[config.mk]
export PLATFORM = sky130hd
export DESIGN_NAME = divider_control
export DESIGN_NICKNAME = d
export VERILOG_FILES = /design/src/source/divider_pkg.sv /design/src/source/divider_control.sv
export VERILOG_INCLUDE_DIRS = /design/src /design/src/source
export SDC_FILE = /design/constraint.sdc
export NUM_CORES = 1
export LEC_CHECK = 0
export BUFFER_PORTS_ARGS = -buffer_cell sky130_fd_sc_hd__buf_2
export CORE_UTILIZATION = 35
export CTS_BUF_LIST = sky130_fd_sc_hd__clkbuf_8 sky130_fd_sc_hd__clkbuf_16
export CTS_CLUSTER_SIZE = 20
export DETAILED_ROUTE_END_ITERATION = 8
export PLACE_DENSITY = 0.62
export SYNTH_ARGS = -nofsm -noshare
export SYNTH_HDL_FRONTEND = slang
export SYNTH_SLANG_ARGS = --single-unit
[constraint.sdc]
create_clock -name clock -period 5.9 [get_ports clock]
set_input_delay 1.18 -clock clock [delete_from_list [all_inputs] [get_ports clock]]
set_output_delay 1.18 -clock clock [all_outputs]
set_load 0.1 [all_outputs]
[src/source/divider_consts.svh]
`ifndef DIVIDER_CONSTS_SVH
`define DIVIDER_CONSTS_SVH

// Operand widths, quotient shares the dividend width
`define DIVIDEND_WIDTH 32
`define DIVISOR_WIDTH  24

// APB address width
`define APB_ADDR_WIDTH 4

// Register offsets
`define REG_DIVIDEND   4'h0
`define REG_DIVISOR    4'h4
`define REG_CONTROL    4'h8
`define REG_QUOTIENT   4'hC

`endif

[src/source/divider_pkg.sv]
`include "divider_consts.svh"

package divider_pkg;

    typedef logic [`DIVIDEND_WIDTH-1:0]   dividend_t;
    typedef logic [`DIVISOR_WIDTH-1:0]    divisor_t;
    typedef logic [`DIVIDEND_WIDTH-1:0]   quotient_t;
    typedef logic [`DIVIDEND_WIDTH-1:0]   magnitude_t;
    // Double width, remainder in flight or aligned divisor
    typedef logic [2*`DIVIDEND_WIDTH-1:0] partial_t;
    typedef logic [`APB_ADDR_WIDTH-1:0]   apb_addr_t;
    typedef logic [31:0]                  apb_data_t;
    // Bit 0 busy, bit 1 done, bit 2 divide by zero
    typedef logic [2:0]                   status_t;

    typedef enum logic [1:0] {state_idle, state_running, state_finished} control_state_t;

endpackage

[src/source/divider_control.sv]
`timescale 1ns/1ps
`include "divider_consts.svh"

module divider_control (
    input  logic                   clock,
    input  logic                   reset,
    input  logic                   psel,
    input  logic                   penable,
    input  logic                   pwrite,
    input  divider_pkg::apb_addr_t paddr,
    input  divider_pkg::apb_data_t pwdata,
    output divider_pkg::apb_data_t prdata,
    output logic                   issue,
    output divider_pkg::dividend_t issue_dividend,
    output divider_pkg::divisor_t  issue_divisor,
    input  logic                   result_valid,
    input  divider_pkg::quotient_t result
);

    divider_pkg::dividend_t      dividend_q;
    divider_pkg::divisor_t       divisor_q;
    divider_pkg::quotient_t      quotient_q;
    divider_pkg::control_state_t state;
    divider_pkg::status_t        status;
    logic                        div_zero;
    logic                        apb_write;
    logic                        start;

    // Write completes in the access phase
    assign apb_write = psel && penable && pwrite;

    // Start is dropped while a job is still in the pipeline
    assign start = apb_write && (paddr == `REG_CONTROL) && pwdata[0]
                   && (state != divider_pkg::state_running);

    // Operand registers
    always_ff @(posedge clock or posedge reset) begin
        if (reset) begin
            dividend_q <= '0;
            divisor_q  <= '0;
        end else if (apb_write) begin
            if (paddr == `REG_DIVIDEND) begin
                dividend_q <= pwdata;
            end
            if (paddr == `REG_DIVISOR) begin
                divisor_q <= pwdata[`DIVISOR_WIDTH-1:0];
            end
        end
    end

    // Job FSM
    always_ff @(posedge clock or posedge reset) begin
        if (reset) begin
            state      <= divider_pkg::state_idle;
            div_zero   <= 1'b0;
            issue      <= 1'b0;
            quotient_q <= '0;
        end else begin
            issue <= 1'b0;
            if (start) begin
                if (divisor_q == '0) begin
                    // Zero divisor never enters the datapath
                    state      <= divider_pkg::state_finished;
                    div_zero   <= 1'b1;
                    quotient_q <= '0;
                end else begin
                    state    <= divider_pkg::state_running;
                    div_zero <= 1'b0;
                    issue    <= 1'b1;
                end
            end else if ((state == divider_pkg::state_running) && result_valid) begin
                state      <= divider_pkg::state_finished;
                quotient_q <= result;
            end
        end
    end

    // Operands stay stable for the issue cycle
    assign issue_dividend = dividend_q;
    assign issue_divisor  = divisor_q;

    // Busy, done, divide by zero
    assign status = {div_zero,
                     state == divider_pkg::state_finished,
                     state == divider_pkg::state_running};

    // Read mux
    always_comb begin
        prdata = '0;
        if (psel) begin
            case (paddr)
                `REG_DIVIDEND: begin
                    prdata = dividend_q;
                end
                `REG_DIVISOR: begin
                    prdata = divider_pkg::apb_data_t'(divisor_q);
                end
                `REG_CONTROL: begin
                    prdata = divider_pkg::apb_data_t'(status);
                end
                `REG_QUOTIENT: begin
                    prdata = quotient_q;
                end
                default: begin
                    prdata = '0;
                end
            endcase
        end
    end

endmodule

[Word-level counts from Yosys, hierarchy flattened]
Index checks and enable logic that the tools add are counted.
Cells by class
  eq/ne operators: 7
  mux-type cells: 11
  reduce and logical (&&, ||, !) cells: 12
Operators by type and width (number)
  $mux 32: 4
  $pmux 32 s4: 1
  $logic_not 24->1: 1
  $eq 4x4->1 const B: 2
  $logic_and 1x1->1: 6
  $mux 2: 3
  $reduce_and 2->1: 3
  $eq 4x3->1 const B: 1
  $logic_not 4->1: 1
  $ne 2x1->1 const B: 2
  $mux 1: 3
  $eq 2x1->1 const B: 1
  $eq 2x2->1 const B: 1
  $reduce_bool 2->1: 1
Word-level totals
  register bits after elaboration: 92
  input port bits: 74
  output and inout bits: 89
  logic and storage cells: 36

[Longest topological paths before layout]
  depth after elaboration: 7
  depth in mapped cells: 6
  gate-level depth less buffers: 4

[Least setup slack after synthesis]
Ideal clock, no wire load.
  kind: input to output
  from: input port paddr[1]
  to: output port prdata[2]
  data arrival time: 3468 ps
  required time: 4720 ps
  path slack: 1252 ps
  cell stages on the path: 6
  buffers on the path: 2
  cell sequence: nor2_1 -> and3_1 -> clkbuf_1 -> clkbuf_1 -> a22oi_1 -> a21oi_1
Between the ends
  longest elaborated chain between the ends: 3
  elaborated cells between the ends (all ways): 6
  classes of those cells: eq/ne (3); mux (2); reduce/logical (1)
RTL lines
  from (decl): RTL line divider_control.sv:10  | input divider_pkg::apb_addr_t paddr,
  $eq 4x4->1, or another cell as far along: RTL line divider_control.sv:91  | case (paddr)
  $pmux 32 s4 (*): RTL line divider_control.sv:91
  $mux 32 (*): RTL line divider_control.sv:90  | if (psel) begin
  to (decl): RTL line divider_control.sv:12  | output divider_pkg::apb_data_t prdata,
Every way passes the cells marked *; elsewhere a longest branch is shown, timed or not.

[Final worst setup path]
  from: input port paddr[1]
  to: output port prdata[0]
The elaborated chain is that of the path after synthesis.

==> impl_metrics.toml <==
[critical_path]
cp_common_cell = "buf_2"
crit_family = "buffers and inverters"
critPathLaunchType = "input pin"
critPathCaptureType = "primary output"
cp_slowest_cell = "and3_1"
crit_type = "in2out"
crit_chain = "buf_2, nor2_1, and3_1, buf_4, a222oi_1, a21oi_1, buf_2"
worstPathArrival_ps = 3240
path_buf_inv = 3
slowest_delay_ps = 590
crit_fanout = 19
critPathRequiredTime_ps = 4720

[power]
swShare_pct = 40.0
internal_power_mw = 1.34
power_mw = 2.24
combPwrFrac_pct = 32.0
p_switching_mw = 0.894
seqPwrFrac_pct = 40.6
pwr-share-clk_pct = 27.3
power_density_mw_per_mm2 = 415
p_leak_nw = 2.77
ir_drop_v = 0.000174

[clock_tree]
cts.htree.levels = 3
holdBufCountCts = 0
post_cts_buffers = 0
numCtsBuffers = 9
tritoncts = "built"
cts.sinks = 92
clockBufferDepth = 2
ctsResizeCount = 0
clkLatencyLatePin_ps = 330
root_buffer = "clkbuf_16"
clk_pin_slew_worst_paths_ps = 60

[synth]
netlist_area_mm2 = 0.00418
syn-num-nets = 444
synth-seq-cells = 92
ys_seq_area_share_pct = 55.1
synth_area_leader_cell = "dfrtp_1"
synthCells = 370
async_flop_share_pct = 100
synth_area_per_cell_um2 = 11.3
synth_edf_count = 0
synthTopCellsByArea = "dfrtp_1 (55%), mux2_2 (8.4%), mux2_1 (6.7%), nand2_1 (6.2%), a222oi_1 (5.3%)"
ys.flop_type = "dfrtp_1"
synth_cell_types = 28
netlist.area_leader.share_pct = 55.1
ys_warn_count = 0

[global_routing]
grt_pass1_wl_um = 19400
busiest_layer = "met2"
grt_pass1_vias = 3691
antenna_found_initial = 0
grt_usage_pct = 20.1
met3_usage_pct = 3.88
grtUsageMet1_pct = 27.6
overflow = 0
grt_max_degree = 48
gr-usage-met2_pct = 31.7

[cells_and_area]
final_util_pct = 46.8
antenna_cells = 0
final_area_mm2 = 0.00538
drive_gt1_share_pct = 42.1
nNetsFinal = 596
layoutNonFillerInstCount = 670
area_delta_synth_final_pct = 28.9

[sta]
finalSetupTns_ps = 0
relSlewSlack_pct = 17.8
fin_ws_ps = 1480
hold_ws_ps = 480
fmax_mhz = 226
finalCriticalPeriod_ps = 4420
post-route-period-util_pct = 74.9
tightest_slew_ps = 1230
slew_viol_final = 0
skew_ps = 5.01
grt_setup_unrepaired = "false"
finalSetupViolCount = 0
finalHoldViolations = 0

[floorplan]
die_h_um = 111
start_util_pct = 36.3
die_w_um = 111
ios = 163
die-area_mm2 = 0.0124
core_area_mm2 = 0.0115
rows = 39

[detailed_routing]
first_pass_iters = 7
drtIter0Drc = 274
drcViolationCount = 22
vias = 3635
drtAntennaViolNets = 0
routed_via_density = 5.43
drt_wl_total_um = 12000
avgRoutedWirePerCell_um = 17.9

[place]
io_buffer_count = 162
dp_slack_ps = 1550
place_inst = 654
place_area_mm2 = 0.00506
gp_congestion = 0.741
dp_hpwl_um = 8230

[hold_path]
hold_path.class = "reg2reg"

[job]
maxCapViolCount = 0

[outcome]
status = "finished, violations left"
violations = "design-rule violations"
## worst register-to-register path: cells and delay by family, from the launching register on
family	cells	cell delay, ps
simple gates	3	1230
flops	1	420
buf+inv	1	390
compound gates	1	100
## routing by layer
metal,vias up,wire length (um)
li1,1642,-
met1,1815,5290
met4,0,179
met3,14,838
met2,164,5670
met5,-,0
## path summary, 6_finish.rpt
check	start	end	slack, ps	cells past startpoint
setup / recovery	paddr[1]	prdata[0]	1480	7
hold / removal	div_zero	div_zero	480	1
setup reg to reg	issue_divisor[0]	quotient_q[2]	3630	5
hold reg to reg	div_zero	div_zero	480	1
max in group asynchronous	reset	issue_dividend[3]	3980	3
min in group asynchronous	reset	issue_dividend[2]	910	2
## layout by cell type (no fill, tap or decap), types with 2 or more instances in the layout
cell type	Yosys	final
buf_4	4	8
and2_1	2	2
inv_1	3	4
buf_2	2	162
mux2_2	31	31
nor2_1	30	30
nor4_1	6	6
clkbuf_16	0	9
mux2_1	25	25
bufinv_16	0	2
a222oi_1	22	22
a22oi_1	11	11
nor4b_4	2	2
and3_1	2	2
dfrtp_1	92	92
a21oi_1	35	35
nand2_1	69	69
## cells in the mapped netlist (2+ instances only)
master	count
dfrtp_1	92
nand2_1	69
a21oi_1	35
mux2_2	31
nor2_1	30
mux2_1	25
a222oi_1	22
clkbuf_1	18
a22oi_1	11
nor4_1	6
buf_6	5
buf_4	4
inv_1	3
and2_1	2
and3_1	2
buf_2	2
nor4b_4	2
## layout make-up
class | instances | area [um2]
clock inverter | 6 | 80.1
clock buffer | 10 | 239
inverter | 3 | 13.8
tap | 143 | 179
sequential | 92 | 2300
multi-input combinational | 246 | 1700
timing repair buffer | 170 | 871
fill | 1095 | 6130
## registers in the layout (all words and copies together), names as in the netlist
| register | cells |
|---|---|
| issue_dividend | 32 |
| quotient_q | 32 |
| state | 2 |
| issue | 1 |
| div_zero | 1 |
| issue_divisor | 24 |
## power groups by stage
stage | registers (mW) | logic [mW] | clock network [mW]
5_1_grt | 0.931 | 0.766 | 0.648
3_3_place_gp | 0.914 | 0.712 | 0
3_5_place_dp | 0.918 | 0.722 | 0
6_report | 0.908 | 0.716 | 0.612
4_1_cts | 0.908 | 0.722 | 0.622
2_1_floorplan | 1.26 | 0.214 | 0
## cell families (layout without fill, tap and decap cells)
| kind of cell | after synthesis | after routing | synth area share (%) |
|---|---|---|---|
| compound gates | 73 | 73 | 12.3 |
| mux | 56 | 56 | 15.1 |
| flops | 92 | 92 | 55.1 |
| buf+inv | 32 | 189 | 4.20 |
| simple gates | 117 | 117 | 13.2 |
No activity file was read; power rests on OpenSTA's default activity.
