## src/source/divider_consts.svh

```systemverilog
`ifndef DIVIDER_CONSTS_SVH
`define DIVIDER_CONSTS_SVH

// Operand widths, quotient shares the dividend width
`define DIVIDEND_WIDTH 32
`define DIVISOR_WIDTH  24

// APB address width
`define APB_ADDR_WIDTH 4

// Register offsets
`define REG_DIVIDEND   4'h0
`define REG_DIVISOR    4'h4
`define REG_CONTROL    4'h8
`define REG_QUOTIENT   4'hC

`endif

```

## src/source/divider_pkg.sv

```systemverilog
`include "divider_consts.svh"

package divider_pkg;

    typedef logic [`DIVIDEND_WIDTH-1:0]   dividend_t;
    typedef logic [`DIVISOR_WIDTH-1:0]    divisor_t;
    typedef logic [`DIVIDEND_WIDTH-1:0]   quotient_t;
    typedef logic [`DIVIDEND_WIDTH-1:0]   magnitude_t;
    // Double width, remainder in flight or aligned divisor
    typedef logic [2*`DIVIDEND_WIDTH-1:0] partial_t;
    typedef logic [`APB_ADDR_WIDTH-1:0]   apb_addr_t;
    typedef logic [31:0]                  apb_data_t;
    // Bit 0 busy, bit 1 done, bit 2 divide by zero
    typedef logic [2:0]                   status_t;

    typedef enum logic [1:0] {state_idle, state_running, state_finished} control_state_t;

endpackage

```

## src/source/quotient_restore.sv

```systemverilog
`timescale 1ns/1ps

module quotient_restore (
    input  logic                    clock,
    input  logic                    reset,
    input  logic                    in_valid,
    input  logic                    in_sign,
    input  divider_pkg::magnitude_t in_quotient,
    output logic                    out_valid,
    output divider_pkg::quotient_t  out_quotient
);

    always_ff @(posedge clock or posedge reset) begin
        if (reset) begin
            out_valid <= 1'b0;
        end else begin
            out_valid <= in_valid;
        end
    end

    // Negate when the operand signs differ, gives truncation toward zero
    always_ff @(posedge clock) begin
        if (in_sign) begin
            out_quotient <= ~in_quotient + 1'b1;
        end else begin
            out_quotient <= in_quotient;
        end
    end

endmodule

```

## config.mk

```make
export PLATFORM = sky130hd
export DESIGN_NAME = quotient_restore
export DESIGN_NICKNAME = d
export VERILOG_FILES = /design/src/source/divider_pkg.sv /design/src/source/quotient_restore.sv
export VERILOG_INCLUDE_DIRS = /design/src /design/src/source
export SDC_FILE = /design/constraint.sdc
export NUM_CORES = 1
export LEC_CHECK = 0
export ABC_AREA = 1
export BUFFER_PORTS_ARGS = -buffer_cell sky130_fd_sc_hd__buf_2
export CORE_MARGIN = 8
export CORE_UTILIZATION = 40
export CTS_BUF_LIST = sky130_fd_sc_hd__clkbuf_16
export DETAILED_ROUTE_END_ITERATION = 8
export PLACE_DENSITY = 0.71
export SYNTH_ARGS = -nofsm -noshare
export SYNTH_HDL_FRONTEND = slang
export SYNTH_SLANG_ARGS = --single-unit
```

## constraint.sdc

```tcl
create_clock -name clock -period 0.8 [get_ports clock]
set_input_delay 0.04 -clock clock [delete_from_list [all_inputs] [get_ports clock]]
set_output_delay 0.04 -clock clock [all_outputs]
set_load 0.05 [all_outputs]
```

==> Yosys cells after proc, flatten, opt, wreduce, memory -nomap -nowiden <==
Index checks and enable logic that the tools add are counted.
{ "word_totals": {"regBits": 33, "out_inout_bits": 33, "elab_cells": 5} }
{ "op_classes": {"bitwise_logic": 1, "add_sub_neg": 1, "n_mux": 1} }
{ "ops": {"columns": ["op", "count"], "rows": [
  ["$add 32x1->32 const B", 1],
  ["$mux 32", 1],
  ["$not 32->32", 1]
]} }

==> Logic depth before layout (Yosys ltp) <==
Gate-level depths: netlist of run 1.
{ "logic_depth": {"word_depth": 3, "ltp_mapped": 9, "mapped_depth_nobuf": 9} }

==> Worst setup path after synthesis of run 1 <==
OpenSTA, ideal clock, no wires.
{ "synth_path": {"kind": "input-to-reg", "startpoint": "in in_quotient[0]", "endpoint": "reg out_quotient[22]", "path_stages": 9, "t_arrival_ps": 827, "n_path_buf": 0, "slack_ps": -140, "cell_sequence": "inv_1 ha_1 nand2_2 nand2_1 o21ai_2 nor2_4 nand2_1 nand2_1 nand2_1"} }
{ "synth_between": {"elab_chain_len": 3} }
{ "synth_rtl": {"columns": ["element", "line", "text"], "rows": [
  ["start: declaration", "quotient_restore.sv:8", "input divider_pkg::magnitude_t in_quotient,"],
  ["$not 32->32", "quotient_restore.sv:24", "out_quotient <= ~in_quotient + 1'b1;"],
  ["$add 32x1->32", "quotient_restore.sv:24", null],
  ["$mux 32", "quotient_restore.sv:23", "if (in_sign) begin"],
  ["end signal: assignment", "quotient_restore.sv:24", null],
  ["end signal: assignment", "quotient_restore.sv:26", "out_quotient <= in_quotient;"],
  ["end: declaration", "quotient_restore.sv:10", "output divider_pkg::quotient_t out_quotient"]
]} }
Every way passes these cells.

==> Worst setup path after layout of run 1 <==
{ "layout_path": {"startpoint": "reg out_valid", "endpoint": "out out_valid"} }
{ "layout_rtl": {"columns": ["element", "line", "text"], "rows": [
  ["start: declaration", "quotient_restore.sv:9", "output logic out_valid,"],
  ["start signal: assignment", "quotient_restore.sv:17", "out_valid <= in_valid;"]
]} }
No word-level cell between the ends.

==> metrics, run 1 <==
WP data required=0.76 ns; Initial Util=40.7%; P&R area growth vs syn=84.4%; layout cells sized above 1=52.1%; setup_tns=-0.0582 ns; initial antenna violation count=0; Overall Power=5.88 mW; CORE AREA=4260 µm²; Max Used Layer=met4; drt initial violations=173; final period utilization=105%; Max rail drop VDD=970 µV; Global Route Usage Sum=16.6%; Synth Area in Compound Gates=5.12%; Die Span Y=81.9 µm; mux contribution to synthesized area=0%; global-route wire length before repair=8.52 mm; Routed Antenna Nets=0; most common cell in the netlist=nand2_1; Congestion Overflow GR=0; Clock transition at path regs=0.05 ns; critical path class=reg2out; register area share after synthesis=38.4%; Setup-failing EPs final=5; Setup crit end kind=primary output; DRT Pass-1 Iters=4; vias in the first global route=1919; final-report max-slew violation count=0; worst hold stages=2; Wirelength per Cell=13.4 µm; WP buf/inv=1; DR WL met3=434 µm; crit path launch type=flip-flop; Netlist Area Pre-Place=1740 µm²; Largest stage delay, worst path=0.37 ns; dpl ws=-0.371 ns; area of the multi-input gates=1150 µm²; final WL=5.87 mm; asr flop ratio synth=3.03%; Hold Fails Final Rpt=0; CTS Sinks=33; top-area cell type share of the netlist area=36.9%; nets@finish=422; Max Cap Violations=0; CTS H-tree depth=2; top_reg_cell synth=dfxtp_1; CTS tree=yes; Post-Synthesis Mean Instance Area=6.50 µm²; Ys Warns=0; CP Depth=1; library cells used by synthesis=21; Seq cells post-synth=33; Top delay family on crit path=flip-flops; CP max-delay cell=dfrtp_1; crit path DAT=0.80 ns; met1 wire length=2.23 mm; relative slew slack=78.7%; fin worst setup slack=-0.0392 ns; largest family of logic cells by synthesized area=simple AND/OR/NAND/NOR gates; gpl congestion=0.871; Commonest cells post-synth=nand2_1 (94), nor2_1 (50), dfxtp_1 (32); cell count after synthesis=267; status=finished with violations; IO Pins=69; Detail Placement HPWL=4.09 mm; Antenna Cells=0; Simple-Gate Fraction of Synth Area=41.5%; IO Port Bufs=68; total number of vias=2063; wire length on met2=2.97 mm; largest net degree at the start of global routing=12; Final Util=75.1%; CP Max Fanout=1; register area=706 µm²; die area=6700 µm²; Post-Synth XOR/XNOR Area=6.56%; top cells by area, synth=dfxtp_1 (37%), nand2_1 (20%), nor2_1 (11%); pwr/cell area=1840 nW/µm²; critical path cell sequence=buf_6; vias per cell=4.71; RSZ-0062 raised after global routing=yes; Yosys top cell by area=dfxtp_1; WHS=0.00347 ns; die width=81.9 µm; TritonCTS Buffers=5; filler instances=300; post-route DRC violation count=0; Syn Nets=304; clock buffer depth=2; CTS root buffer=clkbuf_16; worst-margin pin slew=0.318 ns; EDFF count, synth=0; row cnt=24; clock period minus worst slack=0.839 ns; FMAX=1190 MHz; failing checks=negative setup slack; adder-cell share of the synthesized area=0.721%; LEAKAGE=1.56 nW; worst min path class=in2reg
[sequential cells by signal, summed over array words and instances, names as in the netlist]
| signal | flops |
|---|---|
| out_valid | 1 |
| out_quotient | 32 |
[stage by stage]
stage / instance area [µm²] / cells
floorplan: 1830 / 267
global placement: 2490 / 420
detailed placement: 2490 / 420
CTS: 2940 / 432
global route: 3200 / 438
finish: 3200 / 438
[logic make-up (layout without fill, tap and decap cells)]
group	after synthesis	after routing
buffers and inverters	33	152
adders and majority gates	1	1
AOI/OAI and AO/OA	14	14
and+or+nand+nor	173	173
xor gates and xnor gates	13	13
DFF	33	33
[metal layers]
metal | vias up | track usage [%]
met5 | - | 0
met2 | 69 | 27.9
met1 | 924 | 18.6
li1 | 1049 | -
met3 | 21 | 4.49
met4 | 0 | 9.30
[where the power goes]
part	switching [mW]	internal (mW)
sequential	0.0852	1.84
combinational	1.09	0.742
clock	0.682	1.44
[final timing paths]
| path | start | endpoint | slack, ns |
|---|---|---|---|
| max | out_valid | out_valid | -0.04 |
| min | in_quotient[6] | out_quotient[6] | 0.003 |
| max in group asynchronous | reset | out_valid | 0.59 |
| min in group asynchronous | reset | out_valid | 0.12 |
[layout by cell type (no fill, tap or decap), drive strengths merged]
cell type	netlist	layout
buf	3	109
nand2	95	95
nor2	59	59
dfxtp	32	32
inv	30	31
nand3	17	17
o21ai	10	10
xor2	8	8
clkbuf	0	6
xnor2	5	5
dlygate4sd3	0	4
nand4	2	2
o211ai	2	2
a21oi	1	1
o21bai	1	1
ha	1	1
bufinv	0	1
clkinv	0	1
dfrtp	1	1
[what timing repair did]
item / in CTS / in global routing
hold buffers: 4 / 0
endpoints found under the hold margin: 4 / 0
endpoints found under the setup margin: 36 / 53
resized for setup: 87 / 80
buffers inserted: 0 / 6
pin swaps: 1 / 16
[layout make-up]
| type | count | area share (%) |
|---|---|---|
| Inverter | 30 | 4.14 |
| Multi-Input combinational cell | 201 | 36.0 |
| Timing Repair Buffer | 114 | 30.7 |
| Tap cell | 52 | 2.03 |
| Sequential cell | 33 | 22.0 |
| Clock buffer | 5 | 3.91 |
| Clock inverter | 3 | 1.17 |
No activity file was read; power rests on OpenSTA's default activity.
==> run 2, diff against run 1 <==
--- a/config.mk
+++ b/config.mk
@@ -12,7 +12,7 @@
 export CORE_UTILIZATION = 40
 export CTS_BUF_LIST = sky130_fd_sc_hd__clkbuf_16
 export DETAILED_ROUTE_END_ITERATION = 8
-export PLACE_DENSITY = 0.71
+export PLACE_DENSITY = 0.68
 export SYNTH_ARGS = -nofsm -noshare
 export SYNTH_HDL_FRONTEND = slang
 export SYNTH_SLANG_ARGS = --single-unit
==> constraint.sdc (replaced) <==
create_clock -name clock -period 1 [get_ports clock]
set_input_delay 0.05 -clock clock [delete_from_list [all_inputs] [get_ports clock]]
set_output_delay 0.05 -clock clock [all_outputs]
set_load 0.05 [all_outputs]
==> run 2 against run 1 <==
  * The run now ends clean
  * Hold slack better by 0.0097 ns
  * Via count down 6.8%
  * Non-clock buffer count down 12
  * Clock power down 33%
  * Cell count down 2.7%
  * Sequential power down 23%
  * Combinational power down 39%
  * Total power down 32%
  * Setup slack better by 0.13 ns
  * Critical path depth unchanged
  * Largest cell class unchanged
==> metrics, run 2 (same netlist as run 1, synthesis figures left out) <==
Setup-failing EPs final=0; CORE AREA=4260 µm²; biggest regs=out_quotient x32, out_valid x1; Max Cap Violations=0; most common cell after layout, fill and taps aside=nand2_1; met1 usage=17.5%; CTS tree=yes; worst-margin pin slew=0.337 ns; Setup crit end kind=primary output; Net Sw Frac=33.3%; initial antenna violation count=0; die width=81.9 µm; Global Route Usage Sum=15.6%; status=complete, no violations; post-route DRC violation count=0; Top reg by flops=out_quotient; CP Max Fanout=1; Sw Pwr=1.33 mW; CTS H-tree depth=2; total number of vias=1923; Combinational Power Share=27.9%; setup_tns=0 ns; Congestion Overflow GR=0; IO Port Bufs=68; crit path launch type=flip-flop; layout cells sized above 1=32.1%; Wirelength per Cell=11.8 µm; nets@finish=410; internal power=2.67 mW; gpl congestion=0.889; WHS=0.0132 ns; final period utilization=90.9%; global-route wire length before repair=8.17 mm; clock network fraction of design power=35.5%; clock period minus worst slack=0.909 ns; Flop pwr share=36.6%; Clock transition at path regs=0.05 ns; Top delay family on crit path=flip-flops; Final Util=59.1%; WP buf/inv=1; crit path DAT=0.86 ns; Die Span Y=81.9 µm; row cnt=24; Overall Power=4.01 mW; final-report max-slew violation count=0; LEAKAGE=1.36 nW; DRT Pass-1 Iters=4; WP data required=0.95 ns; die area=6700 µm²; drt initial violations=74; Routed Antenna Nets=0; worst min path class=in2reg; CP max-delay cell=dfxtp_1; vias per cell=4.51; global-route met3 utilization=4.70%; Largest stage delay, worst path=0.32 ns; Largest register FFs=32; IO Pins=69; RSZ-0062 raised after global routing=no; pwr/cell area=1590 nW/µm²; Max rail drop VDD=588 µV; critical path cell sequence=buf_2; GRT Max-Usage Layer=met2; Antenna Cells=0; vias in the first global route=1918; CTS Sinks=33; CTS root buffer=clkbuf_16; final WL=5.02 mm; largest net degree at the start of global routing=14; Initial Util=40.7%; Detail Placement HPWL=4.18 mm; P&R area growth vs syn=45.3%; clock buffer depth=2; critical path class=reg2out; FMAX=1100 MHz; commonest cells after routing, fill and taps aside=nand2_1 (94), buf_2 (68), nor2_1 (50); relative slew slack=77.3%; GR Util met2=26.5%; Hold Fails Final Rpt=0; TritonCTS Buffers=5
==> run 2: changes by cell type in the layout (fill, tap and decap cells not counted), moves of 7 or more <==
cell,delta
buf_2,+38
buf_4,-13
buf_6,-19
buf_8,-16
dfxtp_1,+32
dfxtp_2,-32
nand2_1,+10
nand2_2,-7
nor2_1,+25
nor2_2,-7
nor2_4,-18
==> run 2: metal layers <==
metal  vias to the layer above  wire length, µm  part of all wire [%]
li1                       1022                -                     -
met1                       838             2120                    42
met2                        59             2470                    49
met3                         4              369                   7.4
met4                         0               54                   1.1
met5                         -                0                     0
==> run 2: final timing paths <==
path / startpoint / endpoint / slack [ns] / depth (start not counted)
setup / recovery: out_quotient[2] / out_quotient[2] / 0.09 / 1
max in group asynchronous: reset / out_valid / 0.75 / 3
min in group asynchronous: reset / out_valid / 0.16 / 3
hold / removal: in_quotient[8] / out_quotient[8] / 0.01 / 2
==> run 2: what timing repair did <==
item                                   in CTS  in global routing
hold buffers                                3                  0
setup buffers                               0                  0
gates resized for setup                     0                  0
endpoints found under the hold margin       3                  0
==> run 2: power by group through the flow <==
stage          clock [mW]  sequential [mW]  combinational, mW
2_1_floorplan           0             1.94              0.283
3_3_place_gp            0             1.49               1.11
3_5_place_dp            0             1.49               1.12
4_1_cts              1.46             1.47               1.13
5_1_grt              1.52             1.48               1.20
6_report             1.42             1.47               1.12
==> run 2: final cells by class <==
type / instances / area [µm²]
clock buffer: 5 / 125
clock inverter: 3 / 13.8
fill: 421 / 1740
inverter: 30 / 113
multi-input combinational: 201 / 936
sequential: 33 / 666
tap: 52 / 65.1
timing repair buffer: 102 / 603
==> run 2: stage by stage <==
step           std cells  cell area [µm²]  worst slack (ns)
6_report             426             2520            0.0915
5_1_grt              426             2520           0.00557
4_1_cts              426             2520            0.0857
3_5_place_dp         415             2350            -0.173
3_3_place_gp         415             2350            -0.137
2_1_floorplan        267             1740            0.0505
