**src/source/divider_consts.svh**
```systemverilog
`ifndef DIVIDER_CONSTS_SVH
`define DIVIDER_CONSTS_SVH

// Operand widths, quotient shares the dividend width
`define DIVIDEND_WIDTH 32
`define DIVISOR_WIDTH  24

// APB address width
`define APB_ADDR_WIDTH 4

// Register offsets
`define REG_DIVIDEND   4'h0
`define REG_DIVISOR    4'h4
`define REG_CONTROL    4'h8
`define REG_QUOTIENT   4'hC

`endif

```
**src/source/divider_pkg.sv**
```systemverilog
`include "divider_consts.svh"

package divider_pkg;

    typedef logic [`DIVIDEND_WIDTH-1:0]   dividend_t;
    typedef logic [`DIVISOR_WIDTH-1:0]    divisor_t;
    typedef logic [`DIVIDEND_WIDTH-1:0]   quotient_t;
    typedef logic [`DIVIDEND_WIDTH-1:0]   magnitude_t;
    // Double width, remainder in flight or aligned divisor
    typedef logic [2*`DIVIDEND_WIDTH-1:0] partial_t;
    typedef logic [`APB_ADDR_WIDTH-1:0]   apb_addr_t;
    typedef logic [31:0]                  apb_data_t;
    // Bit 0 busy, bit 1 done, bit 2 divide by zero
    typedef logic [2:0]                   status_t;

    typedef enum logic [1:0] {state_idle, state_running, state_finished} control_state_t;

endpackage

```
**src/source/operand_condition.sv**
```systemverilog
`timescale 1ns/1ps
`include "divider_consts.svh"

module operand_condition (
    input  logic                   clock,
    input  logic                   reset,
    input  logic                   in_valid,
    input  divider_pkg::dividend_t dividend,
    input  divider_pkg::divisor_t  divisor,
    output logic                   out_valid,
    output logic                   out_sign,
    output divider_pkg::partial_t  out_remainder,
    output divider_pkg::partial_t  out_divisor
);

    divider_pkg::magnitude_t    dividend_magnitude;
    logic [`DIVISOR_WIDTH-1:0]  divisor_magnitude;

    // Two's complement magnitudes, most negative values still fit unsigned
    assign dividend_magnitude = dividend[`DIVIDEND_WIDTH-1] ? ~dividend + 1'b1 : dividend;
    assign divisor_magnitude  = divisor[`DIVISOR_WIDTH-1] ? ~divisor + 1'b1 : divisor;

    always_ff @(posedge clock or posedge reset) begin
        if (reset) begin
            out_valid <= 1'b0;
        end else begin
            out_valid <= in_valid;
        end
    end

    // Divisor sits in the upper half so each stage compares one aligned bit
    always_ff @(posedge clock) begin
        out_sign      <= dividend[`DIVIDEND_WIDTH-1] ^ divisor[`DIVISOR_WIDTH-1];
        out_remainder <= {{`DIVIDEND_WIDTH{1'b0}}, dividend_magnitude};
        out_divisor   <= {{(`DIVIDEND_WIDTH-`DIVISOR_WIDTH){1'b0}}, divisor_magnitude,
                          {`DIVIDEND_WIDTH{1'b0}}};
    end

endmodule

```
**config.mk**
```make
export PLATFORM = sky130hd
export DESIGN_NAME = operand_condition
export DESIGN_NICKNAME = d
export VERILOG_FILES = /design/src/source/divider_pkg.sv /design/src/source/operand_condition.sv
export VERILOG_INCLUDE_DIRS = /design/src /design/src/source
export SDC_FILE = /design/constraint.sdc
export NUM_CORES = 1
export LEC_CHECK = 0
export BUFFER_PORTS_ARGS = -buffer_cell sky130_fd_sc_hd__buf_4
export CAP_MARGIN = 0
export CORE_ASPECT_RATIO = 1.5
export CORE_MARGIN = 4
export CORE_UTILIZATION = 38
export DETAILED_ROUTE_END_ITERATION = 10
export PLACE_DENSITY = 0.77
export REMOVE_ABC_BUFFERS = 1
export SLEW_MARGIN = 20
export SYNTH_ARGS = -nofsm -noshare
export SYNTH_HDL_FRONTEND = slang
export SYNTH_SLANG_ARGS = --single-unit
```
**constraint.sdc**
```tcl
create_clock -name clock -period 0.8 [get_ports clock]
set_input_delay 0.08 -clock clock [delete_from_list [all_inputs] [get_ports clock]]
set_output_delay 0.08 -clock clock [all_outputs]
set_load 0.005 [all_outputs]
```
=== Word-level counts from Yosys, hierarchy flattened ===
Cells that the tools add are included.

* Register bits: 58
* Input bits: 59
* Output and inout port bits: 130
* Logic and storage cells: 13

* Add/subtract/negate cells: 2
* Multiplexer cells: 2
* Bitwise operators: 3

{| class="wikitable"
|+ Operators with widths
! operator !! count
|-
| 32-bit by 1-bit adder with 32-bit output, second input constant || 1
|-
| 32-bit inverter || 1
|-
| 31-bit 2-to-1 mux || 1
|-
| 24-bit by 1-bit adder with 24-bit output, second input constant || 1
|-
| 24-bit inverter || 1
|-
| 23-bit 2-to-1 mux || 1
|-
| 1-bit bitwise XOR || 1
|}

=== Depth between registers and ports, before layout ===
Gate-level depths: netlist of run 1.

* Depth after elaboration: 3
* Gate-level depth with buffers: 6
* Mapped depth without buffers: 6

=== Worst setup path before layout of run 1 ===
Ideal clock, no wire load.

* Path kind: input to register
* From: input divisor[11]
* To: register out_divisor[54]
* Setup time: 72 ps
* Data arrival time: 1,720 ps
* Data required time: 728 ps
* Slack: -993 ps
* Cell stages on the path: 5
* Path buffers: 1
* Cells stage by stage: or4_4 > or4_4 > buf_6 > o41ai_4 > xnor2_1

* Cells in the longest elaborated chain, start to end: 3

{| class="wikitable"
|+ RTL lines
! what !! line !! RTL
|-
| start, declared || operand_condition.sv:9 || <nowiki>input divider_pkg::divisor_t divisor,</nowiki>
|-
| 24-bit inverter || operand_condition.sv:21 || <nowiki>assign divisor_magnitude = divisor[`DIVISOR_WIDTH-1] ? ~divisor + 1'b1 : divisor;</nowiki>
|-
| 24-bit by 1-bit adder with 24-bit output || operand_condition.sv:21 ||
|-
| 23-bit 2-to-1 mux || operand_condition.sv:21 ||
|-
| named net divisor_magnitude[22] || operand_condition.sv:17 || <nowiki>logic [`DIVISOR_WIDTH-1:0] divisor_magnitude;</nowiki>
|-
| end signal, assigned || operand_condition.sv:35 || <nowiki>out_divisor <= {{(`DIVIDEND_WIDTH-`DIVISOR_WIDTH){1'b0}}, divisor_magnitude,</nowiki>
|-
| end, declared || operand_condition.sv:13 || <nowiki>output divider_pkg::partial_t out_divisor</nowiki>
|}

The timed path passes the listed nets, and every way through them passes these cells.
A chain may end at the register's enable or synchronous reset.

=== Worst setup path in the final report of run 1 ===
* From: input divisor[4]
* To: register out_divisor[49]

The elaborated chain is that of the path after synthesis.

==> results of run 1 <==
synth_stat cells (2+ instances only):
cell      instances  area (sq um)
dfxtp_1          57          1141
clkbuf_1          6         22.52
ha_1              3         37.54
buf_4            72         540.5
o41ai_4           2         55.05
or4_1             5         37.54
nand2_1          13         48.80
xnor2_1          50         437.9
or3_1             7         43.79
nor3_1            3         15.01
nand2b_1          5         31.28
nand3b_1          2         15.01
nor4_1            3         18.77
inv_1             6         22.52
o31ai_1          17         127.6
o41ai_1           9         78.83
or4_4             2         22.52
nor2_1            5         18.77
nand4_1           3         18.77
o21ai_0          16         80.08
layer usage:
layer,part of all wire,vias up,track usage
met1,0.32,1451,0.2035
met2,0.53,243,0.4467
li1,-,1350,-
met4,0.046,0,0.1284
met5,0,-,0
met3,0.10,48,0.07132
cells in the final DEF (no fill, tap or decap), drive strengths merged:
cell	n
dfrtp	1
clkbuf	11
bufinv	1
or2	1
clkinvlp	1
conb	72
clkinv	3
o31ai	17
buf	220
xnor2	50
nand3b	2
or4	8
o41ai	12
xor2	1
or3	7
nor4	4
o21ai	16
nand2	13
nor3	3
or4b	2
nand4	3
inv	6
nand2b	5
ha	3
dlygate4sd3	12
dfxtp	57
nor2	5
worst max-delay path, stage by stage:
cell	delay, ps
buf_6	100
or4_4	560
or4_4	640
buf_4	180
o41ai_4	210
xnor2_1	170
where the power goes:
part | total (uW) | internal (uW) | switching [uW]
combinational | 2320 | 1340 | 978
clock | 2890 | 1590 | 1300
sequential | 3390 | 3240 | 149
total | 8600 | 6170 | 2430
cell families after synthesis:
group / Yosys count / share of synthesized area
xor gates and xnor gates: 51 / 0.1529
AOI/OAI and AO/OA: 45 / 0.1225
and+or+nand+nor: 52 / 0.1058
adders and majority gates: 3 / 0.01285
buffers and inverters: 86 / 0.2056
DFF: 58 / 0.3991
other: 1 / 0.001284
cell type report:
cell class              count  area, sq um  share of cell area
repair buffers            232         2138              0.3693
multi-input cells         224         2078              0.3589
flip-flops and latches     58         1222              0.2111
clock buffers              11        151.4             0.02615
well taps                 100        125.1             0.02161
clock inverters             5        52.55            0.009075
inverters                   6        22.52            0.003889
how the worst max path moves through the flow:
stage | to | cells past startpoint | slack, ps | from
4_1_cts | out_divisor[52] | 5 | -710 | divisor[8]
2_1_floorplan | out_divisor[54] | 4 | -950 | divisor[11]
3_3_place_gp | out_divisor[52] | 5 | -1130 | divisor[11]
3_5_place_dp | out_divisor[54] | 5 | -1150 | divisor[11]
6_report | out_divisor[49] | 6 | -860 | divisor[4]
5_1_grt | out_divisor[49] | 6 | -890 | divisor[4]
state kept, by name, indices dropped and copies added, names as in the netlist:
name,cells
out_divisor,24
out_remainder,32
out_sign,1
out_valid,1
repair_timing:
| action | in CTS | in global routing |
|---|---|---|
| resized for setup | 176 | 80 |
| cloned | 2 | 0 |
| endpoints found under the setup margin | 103 | 103 |
| pin swaps | 54 | 48 |
| buffers inserted | 11 | 21 |
| endpoints found under the hold margin | 13 | 2 |
stage by stage:
step / std cells / utilization
2_1_floorplan: 287 / -
3_3_place_gp: 576 / 0.5637
3_5_place_dp: 576 / 0.5637
4_1_cts: 617 / 0.7302
5_1_grt: 636 / 0.7857
6_report: 636 / 0.7857
==> tab_implementation.tex, run 1 <==
\begin{tabular}{lr}
\hline
Metric & Value \\
\hline
\multicolumn{2}{l}{\textbf{CTS}} \\
\quad H-tree Lvls & 3 \\
\quad Hold Buf Count CTS & 12 \\
\quad CTS tree & done \\
\quad Number of buffers added by the clock tree synthesis step & 9 \\
\quad Clock Pin Slew Worst Setup and Hold Paths & 80 ps \\
\quad Buffer depth of the longest clock path & 2 \\
\quad Buffer type at the clock tree root & clkbuf\_8 \\
\quad TritonCTS sink count & 58 \\
\multicolumn{2}{l}{\textbf{Routing}} \\
\quad Final wirelength & 12770 um \\
\quad Total via count in the routed design & 3092 \\
\quad Remaining design rule violation count & 0 \\
\quad Iteration-0 DRC count of the detailed router & 112 \\
\quad Vias per cell & 4.862 \\
\quad Post-route ant nets & 0 \\
\quad Wire length per cell after detailed routing & 20.07 um \\
\quad Iteration count of the initial detailed-routing pass & 4 \\
\multicolumn{2}{l}{\textbf{Global routing}} \\
\quad Global-route congestion overflow total & 0 \\
\quad Wire length of the first global-routing pass & 15960 um \\
\quad Number of antenna violations at the first check in global routing & 0 \\
\quad Largest net degree at the start of global routing & 25 \\
\quad GRT Total Usage & 0.2302 \\
\quad Vias in the first global route & 3167 \\
\multicolumn{2}{l}{\textbf{Hold path}} \\
\quad Start point of the worst hold path & dividend[30] \\
\quad Cell count of the worst hold path & 3 \\
\quad Worst min-delay path category & in -> reg \\
\quad Hold Path Sink & out\_remainder[31] \\
\multicolumn{2}{l}{\textbf{Worst setup path}} \\
\quad Type of destination of the critical path & register \\
\quad Element type at the critical path start & input port \\
\quad Critical setup path kind & in -> reg \\
\quad Crit-path max FO & 5 \\
\quad Req. time, crit path & 1080 ps \\
\quad Arrival @ worst endpoint & 1940 ps \\
\multicolumn{2}{l}{\textbf{Power}} \\
\quad Total power divided by cell area & 1484 nW/um\^{}2 \\
\quad Peak supply drop & 846.1 uV \\
\quad Leakage Power & 0.002628 uW \\
\quad Power consumption & 8595 uW \\
\multicolumn{2}{l}{\textbf{Die}} \\
\quad Die ar. & 9184 sq um \\
\quad Chip Height & 115.4 um \\
\quad Number of rows in the core area & 38 \\
\quad IO Count & 189 \\
\quad Placeable core area & 7370 sq um \\
\quad Initial core utilization & 0.3964 \\
\quad Die Span X & 79.59 um \\
\multicolumn{2}{l}{\textbf{Cells and area}} \\
\quad Ratio of cells with drive above 1 in the final layout & 0.6623 \\
\quad Number of inserted diodes & 0 \\
\quad Layout Cell Area excl Fill & 5791 sq um \\
\quad Layout overhead on the synthesized area & 98.20\% \\
\quad Number of inserted filler cells in the final layout & 415 \\
\quad Net count reported at finish & 593 \\
\multicolumn{2}{l}{\textbf{Logic synthesis}} \\
\quad Post-synthesis cell area & 2922 sq um \\
\quad Average cell area after synthesis & 9.870 sq um \\
\quad Number of instances in the synthesized netlist & 296 \\
\quad \#FFs+latches synth & 58 \\
\quad Post-synth top flop & dfxtp\_1 \\
\quad Number of warnings printed during yosys synthesis & 0 \\
\quad Number of synthesized flops with an enable pin & 0 \\
\quad Sequential area share after synthesis & 0.3991 \\
\quad Share of synthesized registers carrying an async set or reset & 0.01724 \\
\quad Number of unique standard cell types used by synthesis & 30 \\
\multicolumn{2}{l}{\textbf{STA}} \\
\quad Final Setup Violations & 104 \\
\quad Shortest period the worst path allows & 1657 ps \\
\quad Worst slew margin relative to its limit & 0.6661 \\
\quad Final-report max-slew violation count & 0 \\
\quad Final total negative setup slack & -22570 ps \\
\quad Final hold slack & -19.81 ps \\
\quad Slew at the pin closest to its max-slew limit & 500.8 ps \\
\quad Achievable clock frequency & 603.5 MHz \\
\quad Tcrit/Tclk final & 2.071 \\
\quad Final critical-path setup slack & -857.0 ps \\
\quad Unrepaired setup endpoints after global routing & yes \\
\quad Final Hold Fails & 1 \\
\multicolumn{2}{l}{\textbf{Place}} \\
\quad IO Port Bufs & 116 \\
\quad Placer's final routability congestion estimate & 0.7761 \\
\quad Instance area after placement & 4154 sq um \\
\quad Setup WS pre-CTS & -1151 ps \\
\quad HPWL after detailed placement & 6458 um \\
\multicolumn{2}{l}{\textbf{Outcome}} \\
\quad Violated checks & negative hold slack, negative setup slack \\
\quad Run status & finished with violations \\
\multicolumn{2}{l}{\textbf{Flow run}} \\
\quad Number of max-cap violations & 0 \\
\hline
\end{tabular}
(Power assumes the default switching activity.)
==> inputs of run 2 (changes only) <==
Settings changed: PLACE_DENSITY 0.77 to 0.87.
==> run 2 against run 1 <==
The flow finishes with violations (negative setup slack). First-iteration DRC count decreased by 57%. Clock power is 9.3% lower. Core utilization fell by 1.4 points. Critical path type unchanged.
==> tab_implementation.tex, run 2 (same netlist as run 1, synthesis figures left out) <==
\begin{tabular}{lr}
\hline
Metric & Value \\
\hline
\multicolumn{2}{l}{\textbf{Outcome}} \\
\quad Run status & finished with violations \\
\quad Violated checks & negative setup slack \\
\multicolumn{2}{l}{\textbf{Cells and area}} \\
\quad Most common cell after layout, fill and taps aside & buf\_4 \\
\quad Number of inserted diodes & 0 \\
\quad Registers with the most flip-flops & out\_remainder (32), out\_divisor (24) \\
\quad Top library cells by usage in the layout, fill and taps aside & buf\_4, buf\_6, conb\_1 \\
\quad Layout overhead on the synthesized area & 94.73\% \\
\quad Share of the core filled with cells & 0.7720 \\
\quad Max FFs per register & 32 \\
\quad Ratio of cells with drive above 1 in the final layout & 0.6435 \\
\quad Non-filler cells, final & 633 \\
\quad Register bank with the most flops & out\_remainder \\
\quad Net count reported at finish & 590 \\
\multicolumn{2}{l}{\textbf{Routing}} \\
\quad Wire length per cell after detailed routing & 17.19 um \\
\quad Post-route ant nets & 0 \\
\quad Remaining design rule violation count & 0 \\
\quad Iteration count of the initial detailed-routing pass & 4 \\
\quad Total met2 wirelength after detailed routing & 5871 um \\
\quad WL met1 & 3595 um \\
\quad Vias per cell & 4.633 \\
\quad Final wirelength & 10880 um \\
\quad Highest routed metal layer & met4 \\
\quad Iteration-0 DRC count of the detailed router & 48 \\
\quad Routed wl met3 & 994 um \\
\quad Total via count in the routed design & 2933 \\
\multicolumn{2}{l}{\textbf{CTS}} \\
\quad TritonCTS sink count & 58 \\
\quad H-tree Lvls & 3 \\
\quad Clock Pin Slew Worst Setup and Hold Paths & 70 ps \\
\quad Buffer type at the clock tree root & clkbuf\_8 \\
\quad Buffer depth of the longest clock path & 2 \\
\quad CTS tree & done \\
\quad Number of buffers added by the clock tree synthesis step & 9 \\
\multicolumn{2}{l}{\textbf{Power}} \\
\quad Power consumption & 8240 uW \\
\quad Leakage Power & 0.002580 uW \\
\quad Total power divided by cell area & 1448 nW/um\^{}2 \\
\quad Peak supply drop & 739.3 uV \\
\multicolumn{2}{l}{\textbf{Flow run}} \\
\quad Number of max-cap violations & 0 \\
\multicolumn{2}{l}{\textbf{Worst setup path}} \\
\quad Crit-path max FO & 5 \\
\quad Slowest cell on crit path & or4\_4 \\
\quad Type of destination of the critical path & register \\
\quad Critical path's most frequent cell & or4\_4 \\
\quad Ordered cell list for the critical path & buf\_6, or4\_4, or4\_4, o41ai\_4, xnor2\_1 \\
\quad Critical setup path kind & in -> reg \\
\quad Req. time, crit path & 1020 ps \\
\quad Arrival @ worst endpoint & 1710 ps \\
\quad Slowest stage delay, CP & 610 ps \\
\quad Element type at the critical path start & input port \\
\multicolumn{2}{l}{\textbf{Die}} \\
\quad Die ar. & 9184 sq um \\
\quad Chip Height & 115.4 um \\
\quad IO Count & 189 \\
\quad Number of rows in the core area & 38 \\
\quad Placeable core area & 7370 sq um \\
\quad Initial core utilization & 0.3964 \\
\quad Die Span X & 79.59 um \\
\multicolumn{2}{l}{\textbf{Global routing}} \\
\quad Number of antenna violations at the first check in global routing & 0 \\
\quad Global-route congestion overflow total & 0 \\
\quad Wire length of the first global-routing pass & 15260 um \\
\quad GRT Total Usage & 0.2199 \\
\quad Largest net degree at the start of global routing & 25 \\
\quad Vias in the first global route & 2989 \\
\multicolumn{2}{l}{\textbf{STA}} \\
\quad Worst slew margin relative to its limit & 0.6490 \\
\quad Slew at the pin closest to its max-slew limit & 526.5 ps \\
\quad Final critical-path setup slack & -695.5 ps \\
\quad Final Setup Violations & 101 \\
\quad Shortest period the worst path allows & 1495 ps \\
\quad Unrepaired setup endpoints after global routing & yes \\
\quad Final Hold Fails & 0 \\
\quad Final hold slack & 13.26 ps \\
\quad Achievable clock frequency & 668.7 MHz \\
\quad Tcrit/Tclk final & 1.869 \\
\quad Final-report max-slew violation count & 0 \\
\multicolumn{2}{l}{\textbf{Hold path}} \\
\quad Worst min-delay path category & in -> reg \\
\multicolumn{2}{l}{\textbf{Place}} \\
\quad HPWL after detailed placement & 6549 um \\
\quad Placer's final routability congestion estimate & 0.8619 \\
\quad IO Port Bufs & 116 \\
\quad Total placed cells including tap cells & 573 \\
\quad Setup WS pre-CTS & -1163 ps \\
\hline
\end{tabular}
-- run 2: layout make-up --
cell class | count | area [sq um]
Clock inverter | 6 | 57.56
Timing Repair Buffer | 229 | 2110
Multi-Input combinational cell | 224 | 2024
Inverter | 6 | 22.52
Clock buffer | 10 | 127.6
Fill cell | 457 | 1680
Tap cell | 100 | 125.1
Sequential cell | 58 | 1222
-- run 2: power breakdown --
| part | switching, uW | total [uW] | internal (uW) |
|---|---|---|---|
| registers | 145 | 3380 | 3240 |
| clock network | 1200 | 2620 | 1420 |
| logic | 908 | 2240 | 1330 |
| total | 2250 | 8240 | 5990 |
-- run 2: worst paths after layout --
kind / start / endpoint / cells past startpoint
worst max-delay path: divisor[11] / out_divisor[49] / 5
worst min-delay path: divisor[21] / out_divisor[55] / 3
max in group asynchronous: reset / out_valid / 3
min in group asynchronous: reset / out_valid / 3
-- run 2: stage by stage --
step / setup TNS, ps / instance area (sq um)
floorplan: -26560 / 2610
global placement: -35890 / 4131
detailed placement: -37510 / 4131
CTS: -18760 / 5248
global route: -23640 / 5689
finish: -20580 / 5689
-- run 2: worst max-delay path: cells and delay by family --
kind            cells  cell delay, ps
simple gates        2            1160
compound gates      1             260
xor+xnor            1             110
buf+inv             1              90
-- run 2: what timing repair did --
item,CTS,global route
setup buffers,15,15
endpoints found under the hold margin,13,2
gates cloned,1,1
gates resized for setup,158,89
hold buffers,11,2
pin swaps,40,29
endpoints found under the setup margin,102,105
-- run 2: routing by layer --
metal,track usage,vias up
met5,0,-
met4,0.09633,0
met3,0.05486,33
met2,0.4244,195
met1,0.2155,1361
li1,-,1344
==> inputs of run 3 (changes only) <==
--- a/constraint.sdc
+++ b/constraint.sdc
@@ -3,2 +3,2 @@
 set_output_delay 0.08 -clock clock [all_outputs]
-set_load 0.005 [all_outputs]
+set_load 0.05 [all_outputs]
==> run 3 against run 2 <==
Cell area increased by 4.7%. The flow still finishes with violations (negative setup slack). Largest power group is now combinational cells. Sequential cell count unchanged. Critical endpoint is now out_divisor[52]. Critical path depth unchanged. Non-clock buffer count increased by 1. Hold slack improved by 0.58 ps.
==> tab_implementation.tex, run 3 (same netlist as run 1, synthesis figures left out) <==
\begin{tabular}{lr}
\hline
Metric & Value \\
\hline
\multicolumn{2}{l}{\textbf{Place}} \\
\quad Total placed cells including tap cells & 573 \\
\quad IO Port Bufs & 116 \\
\quad Instance area after placement & 4131 sq um \\
\quad Placer's final routability congestion estimate & 0.8619 \\
\quad HPWL after detailed placement & 6549 um \\
\multicolumn{2}{l}{\textbf{Power}} \\
\quad Total power divided by cell area & 1731 nW/um\^{}2 \\
\quad Leakage Power & 0.002667 uW \\
\quad Peak supply drop & 1055 uV \\
\multicolumn{2}{l}{\textbf{Worst setup path}} \\
\quad Critical path's most frequent cell & or4\_4 \\
\quad CP top delay family & simple AND/OR/NAND/NOR gates \\
\quad Arrival @ worst endpoint & 1790 ps \\
\quad Element type at the critical path start & input port \\
\quad Crit-path max FO & 5 \\
\quad Slowest cell on crit path & or4\_4 \\
\quad Endpoint of the worst setup timing path & out\_divisor[52] \\
\quad Critical setup path kind & in -> reg \\
\quad Slowest stage delay, CP & 620 ps \\
\quad Req. time, crit path & 1060 ps \\
\quad Cell depth of the worst setup path & 5 \\
\quad Ordered cell list for the critical path & buf\_6, or4\_4, or4\_4, o41ai\_4, xnor2\_1 \\
\quad Critical path buffers and inverters & 1 \\
\quad Setup crit start & divisor[11] \\
\quad Type of destination of the critical path & register \\
\multicolumn{2}{l}{\textbf{CTS}} \\
\quad Clock Pin Slew Worst Setup and Hold Paths & 60 ps \\
\quad Buffer depth of the longest clock path & 2 \\
\quad CTS tree & done \\
\quad TritonCTS sink count & 58 \\
\quad Buffer type at the clock tree root & clkbuf\_8 \\
\quad Number of buffers added by the clock tree synthesis step & 9 \\
\quad H-tree Lvls & 3 \\
\multicolumn{2}{l}{\textbf{Routing}} \\
\quad Iteration-0 DRC count of the detailed router & 102 \\
\quad Vias per cell & 4.722 \\
\quad Post-route ant nets & 0 \\
\quad Iteration count of the initial detailed-routing pass & 5 \\
\quad Final wirelength & 11710 um \\
\quad Total via count in the routed design & 2994 \\
\quad Wire length per cell after detailed routing & 18.47 um \\
\quad Remaining design rule violation count & 0 \\
\multicolumn{2}{l}{\textbf{Cells and area}} \\
\quad Net count reported at finish & 591 \\
\quad Share of the core filled with cells & 0.8085 \\
\quad Max FFs per register & 32 \\
\quad Non-filler cells, final & 634 \\
\quad Top library cells by usage in the layout, fill and taps aside & buf\_4, conb\_1, buf\_8 \\
\quad Layout Cell Area excl Fill & 5958 sq um \\
\quad Ratio of cells with drive above 1 in the final layout & 0.6573 \\
\quad Most common cell after layout, fill and taps aside & buf\_4 \\
\quad Number of inserted filler cells in the final layout & 424 \\
\quad Registers with the most flip-flops & out\_remainder (32), out\_divisor (24) \\
\quad Register bank with the most flops & out\_remainder \\
\quad Layout overhead on the synthesized area & 103.9\% \\
\quad Number of inserted diodes & 0 \\
\multicolumn{2}{l}{\textbf{Outcome}} \\
\quad Violated checks & negative setup slack \\
\quad Run status & finished with violations \\
\multicolumn{2}{l}{\textbf{Global routing}} \\
\quad GRT Total Usage & 0.2351 \\
\quad Largest net degree at the start of global routing & 25 \\
\quad Met1 demand-to-capacity share in global routing & 0.2374 \\
\quad Number of antenna violations at the first check in global routing & 0 \\
\quad Vias in the first global route & 3088 \\
\quad Global-route congestion overflow total & 0 \\
\quad Wire length of the first global-routing pass & 16210 um \\
\quad Peak-usage layer in the global routing report & met2 \\
\quad Met2 GRT Util & 0.4534 \\
\quad Met3 track demand over resource & 0.04781 \\
\multicolumn{2}{l}{\textbf{STA}} \\
\quad Final critical-path setup slack & -733.3 ps \\
\quad Unrepaired setup endpoints after global routing & yes \\
\quad Shortest period the worst path allows & 1533 ps \\
\quad Slew at the pin closest to its max-slew limit & 517.4 ps \\
\quad Achievable clock frequency & 652.2 MHz \\
\quad Final Hold Fails & 0 \\
\quad Final Setup Violations & 105 \\
\quad Final-report max-slew violation count & 0 \\
\quad Worst slew margin relative to its limit & 0.6551 \\
\quad Tcrit/Tclk final & 1.917 \\
\multicolumn{2}{l}{\textbf{Die}} \\
\quad Initial core utilization & 0.3964 \\
\quad Die Span X & 79.59 um \\
\quad Placeable core area & 7370 sq um \\
\quad Die ar. & 9184 sq um \\
\quad Chip Height & 115.4 um \\
\quad IO Count & 189 \\
\quad Number of rows in the core area & 38 \\
\multicolumn{2}{l}{\textbf{Flow run}} \\
\quad Number of max-cap violations & 0 \\
\multicolumn{2}{l}{\textbf{Hold path}} \\
\quad Worst min-delay path category & in -> reg \\
\hline
\end{tabular}
==> run 3: power by group <==
| group | internal, uW | total [uW] | switching (uW) |
|---|---|---|---|
| Clock | 1420 | 2610 | 1200 |
| Combinational | 1630 | 4240 | 2610 |
| Sequential | 3250 | 3460 | 206 |
| Total | 6300 | 10300 | 4020 |
==> run 3: what timing repair did <==
item | CTS | global route
buffers inserted | 16 | 11
pin swaps | 41 | 25
hold buffers | 15 | 2
gates resized for setup | 273 | 45
endpoints found under the setup margin | 102 | 105
gates cloned | 1 | 0
endpoints found under the hold margin | 17 | 2
==> run 3: cell type report <==
cell class                      instances  area [sq um]  area share
Sequential cell                        58          1237      0.2077
Clock buffer                           10         127.6     0.02142
Inverter                                6         27.53    0.004620
Clock inverter                          6         57.56    0.009660
Timing Repair Buffer                  230          2385      0.4003
Tap cell                              100         125.1     0.02100
Multi-Input combinational cell        224          1998      0.3354
==> run 3: routing by layer <==
metal  vias up  share of wire  wire [um]
met5         -              0          0
met4         0          0.034        402
met3        31          0.079        929
met2       182           0.54       6370
met1      1436           0.34       4009
li1       1345              -          -
==> run 3: stage by stage <==
step	setup TNS, ps	total power [uW]	hold WS (ps)	setup slack [ps]
finish	-24760	10310	13.83	-733.3
global route	-27870	10650	5.912	-760.9
CTS	-21810	10080	-9.770	-696.5
detailed placement	-37510	6655	-72.21	-1163
global placement	-35890	6609	-77.14	-1130
floorplan	-26560	5486	-191.3	-948.8
==> run 3: how the worst min path moves through the flow <==
stage	from	end	slack, ps	depth (start not counted)
after floorplan	reset	out_valid	-190	1
after global placement	reset	out_valid	-80	2
after detailed placement	reset	out_valid	-70	2
after CTS	dividend[30]	out_remainder[31]	-10	3
after global routing	divisor[21]	out_divisor[55]	6	3
final	divisor[21]	out_divisor[55]	10	3
==> run 3: worst min-delay path, stage by stage <==
cell    delay (ps)
buf_4           90
or4b_4         110
nor3_2          30
